<file path="src/rtl/rename_pkg.sv">
package rename_pkg;

    // architectural and physical sizes
    localparam int NUM_LOGICAL = 32;
    localparam int NUM_PHYS    = 64;
    localparam int TAG_W       = 8;             // tags carried as bytes
    localparam int LOG_W       = 5;
    localparam int NUM_PAGES   = 16;
    localparam int PAGE_W      = 4;
    localparam int PTR_W       = 6;             // index plus wrap bit

    // free list holds every tag not covered by the reset mapping
    localparam int FL_DEPTH    = NUM_PHYS - NUM_LOGICAL;
    localparam int FL_IDX_W    = PTR_W - 1;

    // full map table flattened into one vector
    localparam int SNAP_W      = NUM_LOGICAL * TAG_W;

    // reserved tag values outside the physical range
    localparam logic [TAG_W-1:0] TAG_NONE_SRC = 8'd254;    // operand not read
    localparam logic [TAG_W-1:0] TAG_NONE_DST = 8'd255;    // no destination

    // rv32i major opcodes
    localparam logic [6:0] OP_LOAD   = 7'b0000011;
    localparam logic [6:0] OP_IMM    = 7'b0010011;
    localparam logic [6:0] OP_JALR   = 7'b1100111;
    localparam logic [6:0] OP_LUI    = 7'b0110111;
    localparam logic [6:0] OP_AUIPC  = 7'b0010111;
    localparam logic [6:0] OP_JAL    = 7'b1101111;
    localparam logic [6:0] OP_BRANCH = 7'b1100011;
    localparam logic [6:0] OP_STORE  = 7'b0100011;

    // rename controller states
    localparam logic [1:0] ST_IDLE  = 2'd0;
    localparam logic [1:0] ST_STALL = 2'd1;    // request held, no free tag
    localparam logic [1:0] ST_ACK   = 2'd2;    // ack high until req drops

    // one instruction word, two field layouts over the same bits
    typedef union packed {
        struct packed {
            logic [6:0] funct7;
            logic [4:0] rs2;
            logic [4:0] rs1;
            logic [2:0] funct3;
            logic [4:0] rd;
            logic [6:0] opcode;
        } r;
        struct packed {
            logic [11:0] imm12;
            logic [4:0]  rs1;
            logic [2:0]  funct3;
            logic [4:0]  rd;
            logic [6:0]  opcode;
        } i;
    } instr_word_u;

endpackage
</file>
<file path="src/rtl/map_table.sv">
`timescale 1ns/10ps

module map_table import rename_pkg::*; (
    input  logic               clk,
    input  logic               reset,
    input  logic [LOG_W-1:0]   rs1,
    input  logic [LOG_W-1:0]   rs2,
    input  logic [LOG_W-1:0]   rd,
    input  logic               use_rs1,
    input  logic               use_rs2,
    output logic [TAG_W-1:0]   src1_tag,
    output logic [TAG_W-1:0]   src2_tag,
    output logic [TAG_W-1:0]   old_tag,
    input  logic               map_write,
    input  logic [TAG_W-1:0]   new_tag,
    output logic [SNAP_W-1:0]  snap,
    input  logic               load_table,
    input  logic [SNAP_W-1:0]  load_snap
);

    logic [TAG_W-1:0] map_q [NUM_LOGICAL];

    // lookups see the table before this cycle's update
    assign src1_tag = use_rs1 ? map_q[rs1] : TAG_NONE_SRC;
    assign src2_tag = use_rs2 ? map_q[rs2] : TAG_NONE_SRC;
    assign old_tag  = map_q[rd];    // freed later at retirement

    // flatten for the checkpoint pages, entry 0 in the low byte
    genvar g;
    generate
        for (g = 0; g < NUM_LOGICAL; g++) begin : g_snap
            assign snap[g*TAG_W +: TAG_W] = map_q[g];
        end
    endgenerate

    always_ff @(posedge clk or posedge reset) begin
        if (reset) begin
            for (int i = 0; i < NUM_LOGICAL; i++) begin
                map_q[i] <= TAG_W'(i);    // identity mapping
            end
        end else if (load_table) begin
            for (int i = 0; i < NUM_LOGICAL; i++) begin
                map_q[i] <= load_snap[i*TAG_W +: TAG_W];
            end
        end else if (map_write) begin
            map_q[rd] <= new_tag;
        end
    end

endmodule

</file>
<file path="config.mk">
export PLATFORM = sky130hd
export DESIGN_NAME = map_table
export DESIGN_NICKNAME = d
export VERILOG_FILES = /design/src/rtl/rename_pkg.sv /design/src/rtl/map_table.sv
export SDC_FILE = /design/constraint.sdc
export NUM_CORES = 1
export LEC_CHECK = 0
export CORE_AREA = 2 2 219 221
export DETAILED_ROUTE_END_ITERATION = 16
export DIE_AREA = 0 0 221 223
export DONT_BUFFER_PORTS = 1
export GPL_ROUTABILITY_DRIVEN = 0
export PLACE_DENSITY_LB_ADDON = 0.05
export SLEW_MARGIN = 20
export SYNTH_ARGS = -nofsm -noshare
export SYNTH_HDL_FRONTEND = slang
export SYNTH_SLANG_ARGS = --single-unit
</file>
<file path="constraint.sdc">
create_clock -name clk -period 10.6 [get_ports clk]
set_clock_uncertainty 0.2 [all_clocks]
set_input_delay 3.18 -clock clk [delete_from_list [all_inputs] [get_ports clk]]
set_output_delay 3.18 -clock clk [all_outputs]
set_load 0.01 [all_outputs]
</file>
# Yosys cells after proc, flatten, opt, wreduce, memory -nomap -nowiden
# Index checks and enable logic that the tools add are counted.
# op_classes
order_cmp,4
n_mux,16
bitwise_logic,3
reduce_logical,2
# op_table
cell,n
2-to-1 mux 256 bit,2
bitwise mux 256 bit,1
binary-select mux 8 bit (select 5 bit),3
2-to-1 mux 8 bit,9
demux 8 bit (select 5 bit),1
"greater-or-equal comparator 6 bit, second input constant",3
inverter 5 -> 6 bit,3
"less-than comparator 6 x 1 -> 1 bit, second input constant",1
nonzero test 2 bit,1
logical AND 1 bit,1
# word_totals
regBits,256
in_bits,285
output_inout_bits,280
elab_cells,57

# Longest topological paths before layout
# Gate-level depths: netlist of the first run.
# logic_depth
ltp_word,8
depth_mapped,7

# Worst setup path after synthesis of the first run
# OpenSTA, ideal clock, no wires.
# synth_path
path_type,input-to-output
from,input port rs1[0]
to,output port src1_tag[4]
arrival_ns,4.588
t_required_ns,7.220
slack_ns,2.632
cell_stages,7
cell_sequence,buf_4 and2b_1 buf_2 clkbuf_1 a22oi_1 a21oi_1 o41ai_1
# synth_via
elab_chain_len,5
# synth_lines
element,line_no,source
"start, declared",map_table.sv:6,"input logic [LOG_W-1:0] rs1,"
inverter 5 -> 6 bit (implied by the code),map_table.sv:24,assign src1_tag = use_rs1 ? map_q[rs1] : TAG_NONE_SRC;
binary-select mux 8 bit (select 5 bit),map_table.sv:24,
2-to-1 mux 8 bit (implied by the code) (2 in a row),map_table.sv:24,
2-to-1 mux 8 bit,map_table.sv:24,
"end, declared",map_table.sv:11,"output logic [TAG_W-1:0] src1_tag,"
# Every way passes these cells. The select of a mux whose other input is x is not followed.

# Worst setup path after layout of the first run
# layout_path
from,input port rs2[1]
to,output port src2_tag[2]
# layout_via
elab_chain_len,5
# layout_lines
element,line_no,source
"start, declared",map_table.sv:7,"input logic [LOG_W-1:0] rs2,"
inverter 5 -> 6 bit (implied by the code),map_table.sv:25,assign src2_tag = use_rs2 ? map_q[rs2] : TAG_NONE_SRC;
binary-select mux 8 bit (select 5 bit),map_table.sv:25,
2-to-1 mux 8 bit (implied by the code) (2 in a row),map_table.sv:25,
2-to-1 mux 8 bit,map_table.sv:25,
"end, declared",map_table.sv:12,"output logic [TAG_W-1:0] src2_tag,"
# Every way passes these cells. The select of a mux whose other input is x is not followed.

==> flow_summary.toml, run 1 <==
[die]
die_h_um = 223
dieArea_mm2 = 0.04928
ios = 565
num_rows = 80
die_x_um = 221
core_area_mm2 = 0.04715
start_util = 0.3938

[final_layout]
final_util = 0.4169
drive_gt1_frac = 0.1524
largest_register_ffs = 256
regArea_mm2 = 0.006506
instances_no_fill = 2323
layout_commonest_cell = "mux2i_1"
multi_input_area_mm2 = 0.01127
nets = 1967
syn2layout_area_growth_pct = 5.884
fill_cells = 4609
layout_common_cells = "mux2i_1 (484), nand2_1 (260), o21ai_0 (223)"

[placed_design]
dp_cells = 2264
pre_cts_ws_ns = 2.069
port_buffers = 0
place_hpwl_um = 65320

[timing]
max_freq_mhz = 115.8
slew_headroom = 0.2086
fin_crit_sh = 0.8149
finalCriticalPeriod_ns = 8.638
rsz0062_at_grt = "false"
setup_violations = 0
setup_ws_ns = 1.962
worstMarginPinSlew_ns = 1.172
hold_viol = 0
setup_tns_ns = 0
finalMaxSlewViolations = 0

[synthesis]
synth.distinct_cells = 39
synth_area_mm2 = 0.01856
syn_area_per_cell_um2 = 10.31
synthArstFlopShare = 1.000
synth_edf_count = 0
seq_area_frac_synth = 0.3505
syn_nets = 2085
ys_warn_count = 0
syn_inst = 1800
synth_seq_cells = 256
synth_ff_type = "dfrtp_1"

[worst_setup_path]
regToRegSetupSlack_ns = 9.29
crit_required_ns = 7.22
setup.worst_path.class = "input pin to output pin"
startpoint = "rs2[1]"
startpoint_type = "input pin"
ff2ff_path_depth = 2
worstSetupEndpointType = "output pin"
crit_end = "src2_tag[2]"
worstReg2RegStart = "snap[120]"
arrival_ns = 5.26
crit_fanout = 28
rr_endpoint = "snap[120]"

[drt]
wire_per_inst_um = 37.75
firstDrtPassIters = 6
drtIter0Drc = 1562
route.detailed.drc = 0
dr_total_vias = 15470
via_per_inst = 6.660
drt_wl_total_um = 87700
antenna_left = 0

[grt]
grt_usage = 0.3422
grt_pass1_vias = 15400
grt_pass1_wl_um = 122400
grt_max_degree = 513
gr-total-overflow = 0
antenna_found_initial = 1

[clock_tree]
cts_tree = "yes"
cts_sinks = 256
cts_max_path_buffers = 3
cts_buffers = 31
postCtsHoldBufs = 0
path_clk_slew_ns = 0.05
post_cts_buffers = 0
cts-resized-gates = 0
cts_root_buf = "clkbuf_16"
worstSkewPairLatency_ns = 0.57
htreeDepth = 1

[run_status]
status = "complete, no violations"

[min_path]
hp-class = "register to register"

[job]
drv_cap = 0

[power]
power_uw = 2871
cellLeakagePower_uw = 0.008065
pwr_density_cell_mw_per_mm2 = 146.0
vdd_ir_drop_max_v = 0.0001308
stage by stage:
step	hold slack [ns]	instance area, um2
finish	0.4123	19660
global placement	0.3989	18690
floorplan	0.3637	18560
global route	0.4305	19650
CTS	0.4170	19650
detailed placement	0.4090	18690
metal layers:
layer / global-route usage / up-vias / wire length (um)
met3: 0.09627 / 119 / 7635
met4: 0.09158 / 0 / 2645
met1: 0.4330 / 8026 / 35100
li1: - / 6523 / -
met2: 0.5741 / 803 / 42320
met5: 0 / - / 0
synthesized netlist by cell type, types with 4 or more instances:
cell type / number / area, um2
a21oi_1: 56 / 280.3
a22oi_1: 144 / 1081
buf_1: 8 / 30.03
buf_2: 50 / 250.2
buf_4: 20 / 150.1
buf_6: 5 / 56.30
clkbuf_1: 84 / 315.3
dfrtp_1: 176 / 4404
dfstp_2: 80 / 2102
mux2i_1: 484 / 4845
mux4_1: 10 / 262.8
mux4_2: 72 / 1622
nand2_1: 260 / 975.9
nand2_2: 8 / 50.05
nand2b_1: 4 / 25.02
nand3b_1: 7 / 52.55
nand4_1: 8 / 50.05
nor2_4: 13 / 146.4
nor2_8: 11 / 220.2
o21ai_0: 223 / 1116
o21ai_1: 35 / 175.2
o41ai_1: 14 / 122.6
critical path: stages:
cell,delay [ns]
and2b_1,0.54
a22oi_1,0.34
a21oi_1,0.16
o41ai_1,1.03
worst min-delay path by stage:
stage | end | cells past startpoint | from
floorplan | snap[40] | 2 | snap[40]
global placement | snap[244] | 2 | snap[244]
detailed placement | snap[178] | 2 | snap[178]
CTS | snap[178] | 2 | snap[178]
global route | snap[242] | 2 | snap[242]
finish | snap[178] | 2 | snap[178]
logic make-up after synthesis:
group	share of synthesized area
flip-flops	0.3505
AO/OA/AOI/OAI	0.1495
AND/OR/NAND/NOR	0.09294
multiplexers	0.3637
buffers and inverters	0.04340
layout make-up:
cell class              count  share of cell area
flip-flops and latches    256              0.3310
multi-input cells        1376              0.5732
repair buffers             16            0.006747
inverters                   1           0.0005729
diodes                      2           0.0002546
clock buffers              49             0.04545
clock inverters             8            0.003628
well taps                 615             0.03915
power breakdown:
part           internal [uW]  leakage [uW]  total [uW]  switching [uW]
registers               1090       0.00298        1350             264
clock network            597      0.000471        1030             432
logic                    228       0.00461         486             258
total                   1920       0.00806        2870             955
(Power assumes the default switching activity.)
==> inputs of run 2 (changes only) <==
==> constraint.sdc (replaced) <==
create_clock -name clk -period 8 [get_ports clk]
set_clock_uncertainty 0.2 [all_clocks]
set_input_delay 2.4 -clock clk [delete_from_list [all_inputs] [get_ports clk]]
set_output_delay 2.4 -clock clk [all_outputs]
set_load 0.01 [all_outputs]
==> run 2 against run 1 <==
  * The flow now finishes with violations (slew limit)
  * Sequential share of layout area down 0.27 points
  * Power up 35%
  * Via count down 0.37%
  * Worst hold slack better by 0.0048 ns
  * Global-route usage down 0.15 points
  * Register-to-register slack worse by 2.6 ns
  * Critical path depth up 2
  * Sequential cell count unchanged
  * Worst setup slack worse by 0.89 ns
  * Combinational power up 31%
  * Largest cell class unchanged
  * Largest power group unchanged
  * Highest routed layer is now met5
==> flow_summary.toml, run 2 (same netlist as run 1, synthesis figures left out) <==
[final_layout]
layout_commonest_cell = "mux2i_1"
drive_gt1_frac = 0.1604
fin_area_mm2 = 0.01982
largest_register_ffs = 256
fill_cells = 4624
nets = 1977
layout_common_cells = "mux2i_1 (484), nand2_1 (260), o21ai_0 (223)"
syn2layout_area_growth_pct = 6.747

[grt]
grt_max_degree = 513
antenna_found_initial = 2
grt_pass1_wl_um = 121200
gr-total-overflow = 0
grt_usage = 0.3407
grt_pass1_vias = 15270

[timing]
setup_ws_ns = 1.068
max_freq_mhz = 144.3
worstMarginPinSlew_ns = 1.865
holdWs_ns = 0.4171
fin_crit_sh = 0.8665
finalCriticalPeriod_ns = 6.932
rsz0062_at_grt = "false"
setup_tns_ns = 0
hold_viol = 0
slew_headroom = -0.2436
finalMaxSlewViolations = 194
setup_violations = 0

[clock_tree]
htreeDepth = 1
path_clk_slew_ns = 0.07
cts-resized-gates = 0
cts_tree = "yes"
worstSkewPairLatency_ns = 0.58
cts_buffers = 29
postCtsHoldBufs = 0
post_cts_buffers = 0
cts_max_path_buffers = 3
cts_root_buf = "clkbuf_16"
cts_sinks = 256

[run_status]
status = "complete, but fails checks"
violations = "slew limit"

[die]
die_h_um = 223
num_rows = 80
die_x_um = 221
dieArea_mm2 = 0.04928
start_util = 0.3938
ios = 565
core_area_mm2 = 0.04715

[worst_setup_path]
crit_required_ns = 5.40
arrival_ns = 4.33
ff2ff_path_depth = 2
startpoint = "rs2[1]"
regToRegSetupSlack_ns = 6.67
startpoint_type = "input pin"
worstReg2RegStart = "snap[120]"
rr_endpoint = "snap[120]"
crit_fanout = 14
setup.worst_path.class = "input pin to output pin"
crit_end = "src2_tag[4]"
worstSetupEndpointType = "output pin"

[placed_design]
pre_cts_ws_ns = 0.9461
place_hpwl_um = 63930
placed_cell_area_mm2 = 0.01880
port_buffers = 0

[drt]
firstDrtPassIters = 7
wire_per_inst_um = 37.21
dr_total_vias = 15410
antenna_left = 0
via_per_inst = 6.612
route.detailed.drc = 0
drtIter0Drc = 1629
drt_wl_total_um = 86740

[power]
cellLeakagePower_uw = 0.008150
vdd_ir_drop_max_v = 0.0001554
pwr_density_cell_mw_per_mm2 = 195.0

[job]
drv_cap = 0

[min_path]
hp-class = "register to register"
[run 2: metrics by stage]
| stage | std cells | power (uW) | utilization |
|---|---|---|---|
| final | 2331 | 3864 | 0.4203 |
| after global routing | 2329 | 3996 | 0.4202 |
| after CTS | 2329 | 3870 | 0.4202 |
| after detailed placement | 2276 | 2437 | 0.3989 |
| after global placement | 2276 | 2432 | 0.3986 |
| after floorplan | 1800 | 2201 | - |
[run 2: how the worst min path moves through the flow]
stage | start | to | slack, ns | cells after the start
global route | snap[196] | snap[196] | 0.44 | 2
CTS | snap[184] | snap[184] | 0.42 | 2
finish | snap[184] | snap[184] | 0.42 | 2
floorplan | snap[40] | snap[40] | 0.36 | 2
detailed placement | snap[184] | snap[184] | 0.41 | 2
global placement | snap[113] | snap[113] | 0.41 | 2
[run 2: critical path, stage by stage]
cell     delay, ns
and2_1        0.35
buf_4         0.29
a22oi_1       0.17
a21oi_1       0.10
o41ai_1       0.77
buf_4         0.24
[run 2: power by group]
group	leakage [uW]	switching [uW]	internal, uW	total [uW]
logic	0.00467	327	311	638
clock network	0.000493	568	862	1430
registers	0.00298	351	1440	1800
[run 2: final cells by class]
cell class / count / area (um2) / area share
diodes: 2 / 5.005 / 0.0002526
clock buffers: 49 / 910.9 / 0.04597
clock inverters: 4 / 95.09 / 0.004799
inverters: 1 / 7.507 / 0.0003788
multi-input cells: 1376 / 11290 / 0.5696
flip-flops and latches: 256 / 6506 / 0.3283
well taps: 615 / 769.5 / 0.03883
repair buffers: 28 / 235.2 / 0.01187
[run 2: per-layer routing]
metal | vias to the layer above | track usage | part of all wire
met4 | 2 | 0.1072 | 0.036
li1 | 6554 | - | -
met2 | 801 | 0.5660 | 0.48
met3 | 148 | 0.1130 | 0.095
met1 | 7908 | 0.4184 | 0.39
met5 | - | 0 | 0.00012
==> inputs of run 3 (changes only) <==
--- a/config.mk
+++ b/config.mk
@@ -10,6 +10,7 @@
 export DIE_AREA = 0 0 221 223
 export DONT_BUFFER_PORTS = 1
 export GPL_ROUTABILITY_DRIVEN = 0
+export GPL_TIMING_DRIVEN = 0
 export PLACE_DENSITY_LB_ADDON = 0.05
 export SLEW_MARGIN = 20
 export SYNTH_ARGS = -nofsm -noshare
==> run 3 against run 2 <==
  * The flow now finishes without violations
  * Sequential share of layout area decreased by 1.2 points
  * Critical path type unchanged
  * Worst setup slack got worse by 0.83 ns
  * Largest cell class unchanged
  * Critical path depth unchanged
  * Combinational power increased by 33%
==> flow_summary.toml, run 3 (same netlist as run 1, synthesis figures left out) <==
[run_status]
status = "complete, no violations"

[final_layout]
final_util = 0.4361
syn2layout_area_growth_pct = 10.76
layout_commonest_cell = "mux2i_1"
largest_register_ffs = 256
nets = 2126
layout_common_cells = "mux2i_1 (484), nand2_1 (260), o21ai_0 (223)"
drive_gt1_frac = 0.1781

[grt]
grt_usage = 0.3968
gr-total-overflow = 0
grt_pass1_wl_um = 138800
grt_max_degree = 34
antenna_found_initial = 3
grt_pass1_vias = 16730

[worst_setup_path]
crit_fanout = 10
worstSetupEndpointType = "output pin"
crit_required_ns = 5.40
startpoint_type = "input pin"
startpoint = "rs2[0]"
regToRegSetupSlack_ns = 6.75
ff2ff_path_depth = 2
arrival_ns = 5.16
rr_endpoint = "snap[148]"
setup.worst_path.class = "input pin to output pin"
worstReg2RegStart = "snap[148]"

[die]
ios = 565
num_rows = 80
die_x_um = 221
core_area_mm2 = 0.04715
dieArea_mm2 = 0.04928
start_util = 0.3938
die_h_um = 223

[power]
vdd_ir_drop_max_v = 0.0001375
pwr_density_cell_mw_per_mm2 = 197.8
cellLeakagePower_uw = 0.008559

[timing]
max_freq_mhz = 128.9
fin_crit_sh = 0.9697
slew_headroom = 0.1167
rsz0062_at_grt = "false"
finalMaxSlewViolations = 0
worstMarginPinSlew_ns = 1.325
hold_viol = 0
setup_violations = 0
finalCriticalPeriod_ns = 7.758
setup_tns_ns = 0

[min_path]
hp-start = "snap[243]"
hp-class = "register to register"
holdPathEnd = "snap[243]"
min_path_cells = 2

[clock_tree]
cts_max_path_buffers = 3
cts_tree = "yes"
cts_root_buf = "clkbuf_16"
htreeDepth = 1
cts-resized-gates = 0
path_clk_slew_ns = 0.06
cts_buffers = 30
post_cts_buffers = 0
postCtsHoldBufs = 0
worstSkewPairLatency_ns = 0.58
cts_sinks = 256

[drt]
drt_wl_total_um = 101100
firstDrtPassIters = 6
dr_total_vias = 17010
via_per_inst = 6.858
antenna_left = 0
drtIter0Drc = 1825
route.detailed.drc = 0
wire_per_inst_um = 40.78

[job]
drv_cap = 0

[placed_design]
place_hpwl_um = 78580
port_buffers = 0
-- run 3: cell types whose count changed in the layout (fill, tap and decap cells not counted), moves of 2 or more --
cell       delta
clkbuf_1     +79
buf_2        +50
buf_1         +8
buf_4         -6
buf_12        +5
buf_6         +5
clkbuf_2      +5
buf_16        +2
bufinv_16     -2
clkbuf_16     +2
clkinv_2      +2
nor2_1        +2
nor2b_1       +2
-- run 3: worst max-delay path by stage --
stage	end	slack, ns	cells past startpoint
after floorplan	src1_tag[4]	1.59	7
after global placement	snap[76]	0.36	1
after detailed placement	src2_tag[4]	0.54	6
after CTS	src1_tag[4]	0.53	6
after global routing	src2_tag[4]	0.38	6
final	src2_tag[4]	0.24	6
-- run 3: cell type report --
class	count	area, um2
sequential	256	6506
clock inverter	4	45.04
antenna	1	2.502
multi-input combinational	1376	11270
clock buffer	51	960.9
buffer	167	808.3
tap	615	769.5
timing repair buffer	9	195.2
inverter	1	7.507
fill	4595	26580
-- run 3: power by group --
group / leakage [uW] / internal, uW / switching, uW
combinational: 0.00508 / 330 / 519
sequential: 0.00298 / 1440 / 347
clock: 0.000498 / 839 / 588
total: 0.00856 / 2610 / 1450
-- run 3: metal layers --
| metal | GRT usage | wire (um) | share of wire |
|---|---|---|---|
| met5 | 0.004888 | 0 | 0 |
| met3 | 0.1268 | 11310 | 0.11 |
| met4 | 0.1572 | 4898 | 0.048 |
| met2 | 0.6254 | 45590 | 0.45 |
| met1 | 0.5058 | 39330 | 0.39 |
-- run 3: per-stage QoR --
| stage | total power, uW | worst slack, ns | instances | instance area, um2 | hold WS [ns] |
|---|---|---|---|---|---|
| 2_1_floorplan | 2201 | 1.592 | 1800 | 18570 | 0.3637 |
| 3_3_place_gp | 2596 | 0.3561 | 2415 | 19340 | 0.3991 |
| 3_5_place_dp | 2626 | 0.5386 | 2424 | 19550 | 0.4063 |
| 4_1_cts | 4043 | 0.5268 | 2479 | 20560 | 0.4180 |
| 5_1_grt | 4182 | 0.3784 | 2480 | 20560 | 0.4455 |
| 6_report | 4067 | 0.2424 | 2480 | 20560 | 0.4152 |
-- run 3: worst max-delay path: stages --
cell	delay, ns
buf_4	0.17
nor2_1	0.88
clkbuf_1	0.62
a22oi_1	0.20
a21oi_1	0.56
o41ai_1	0.31
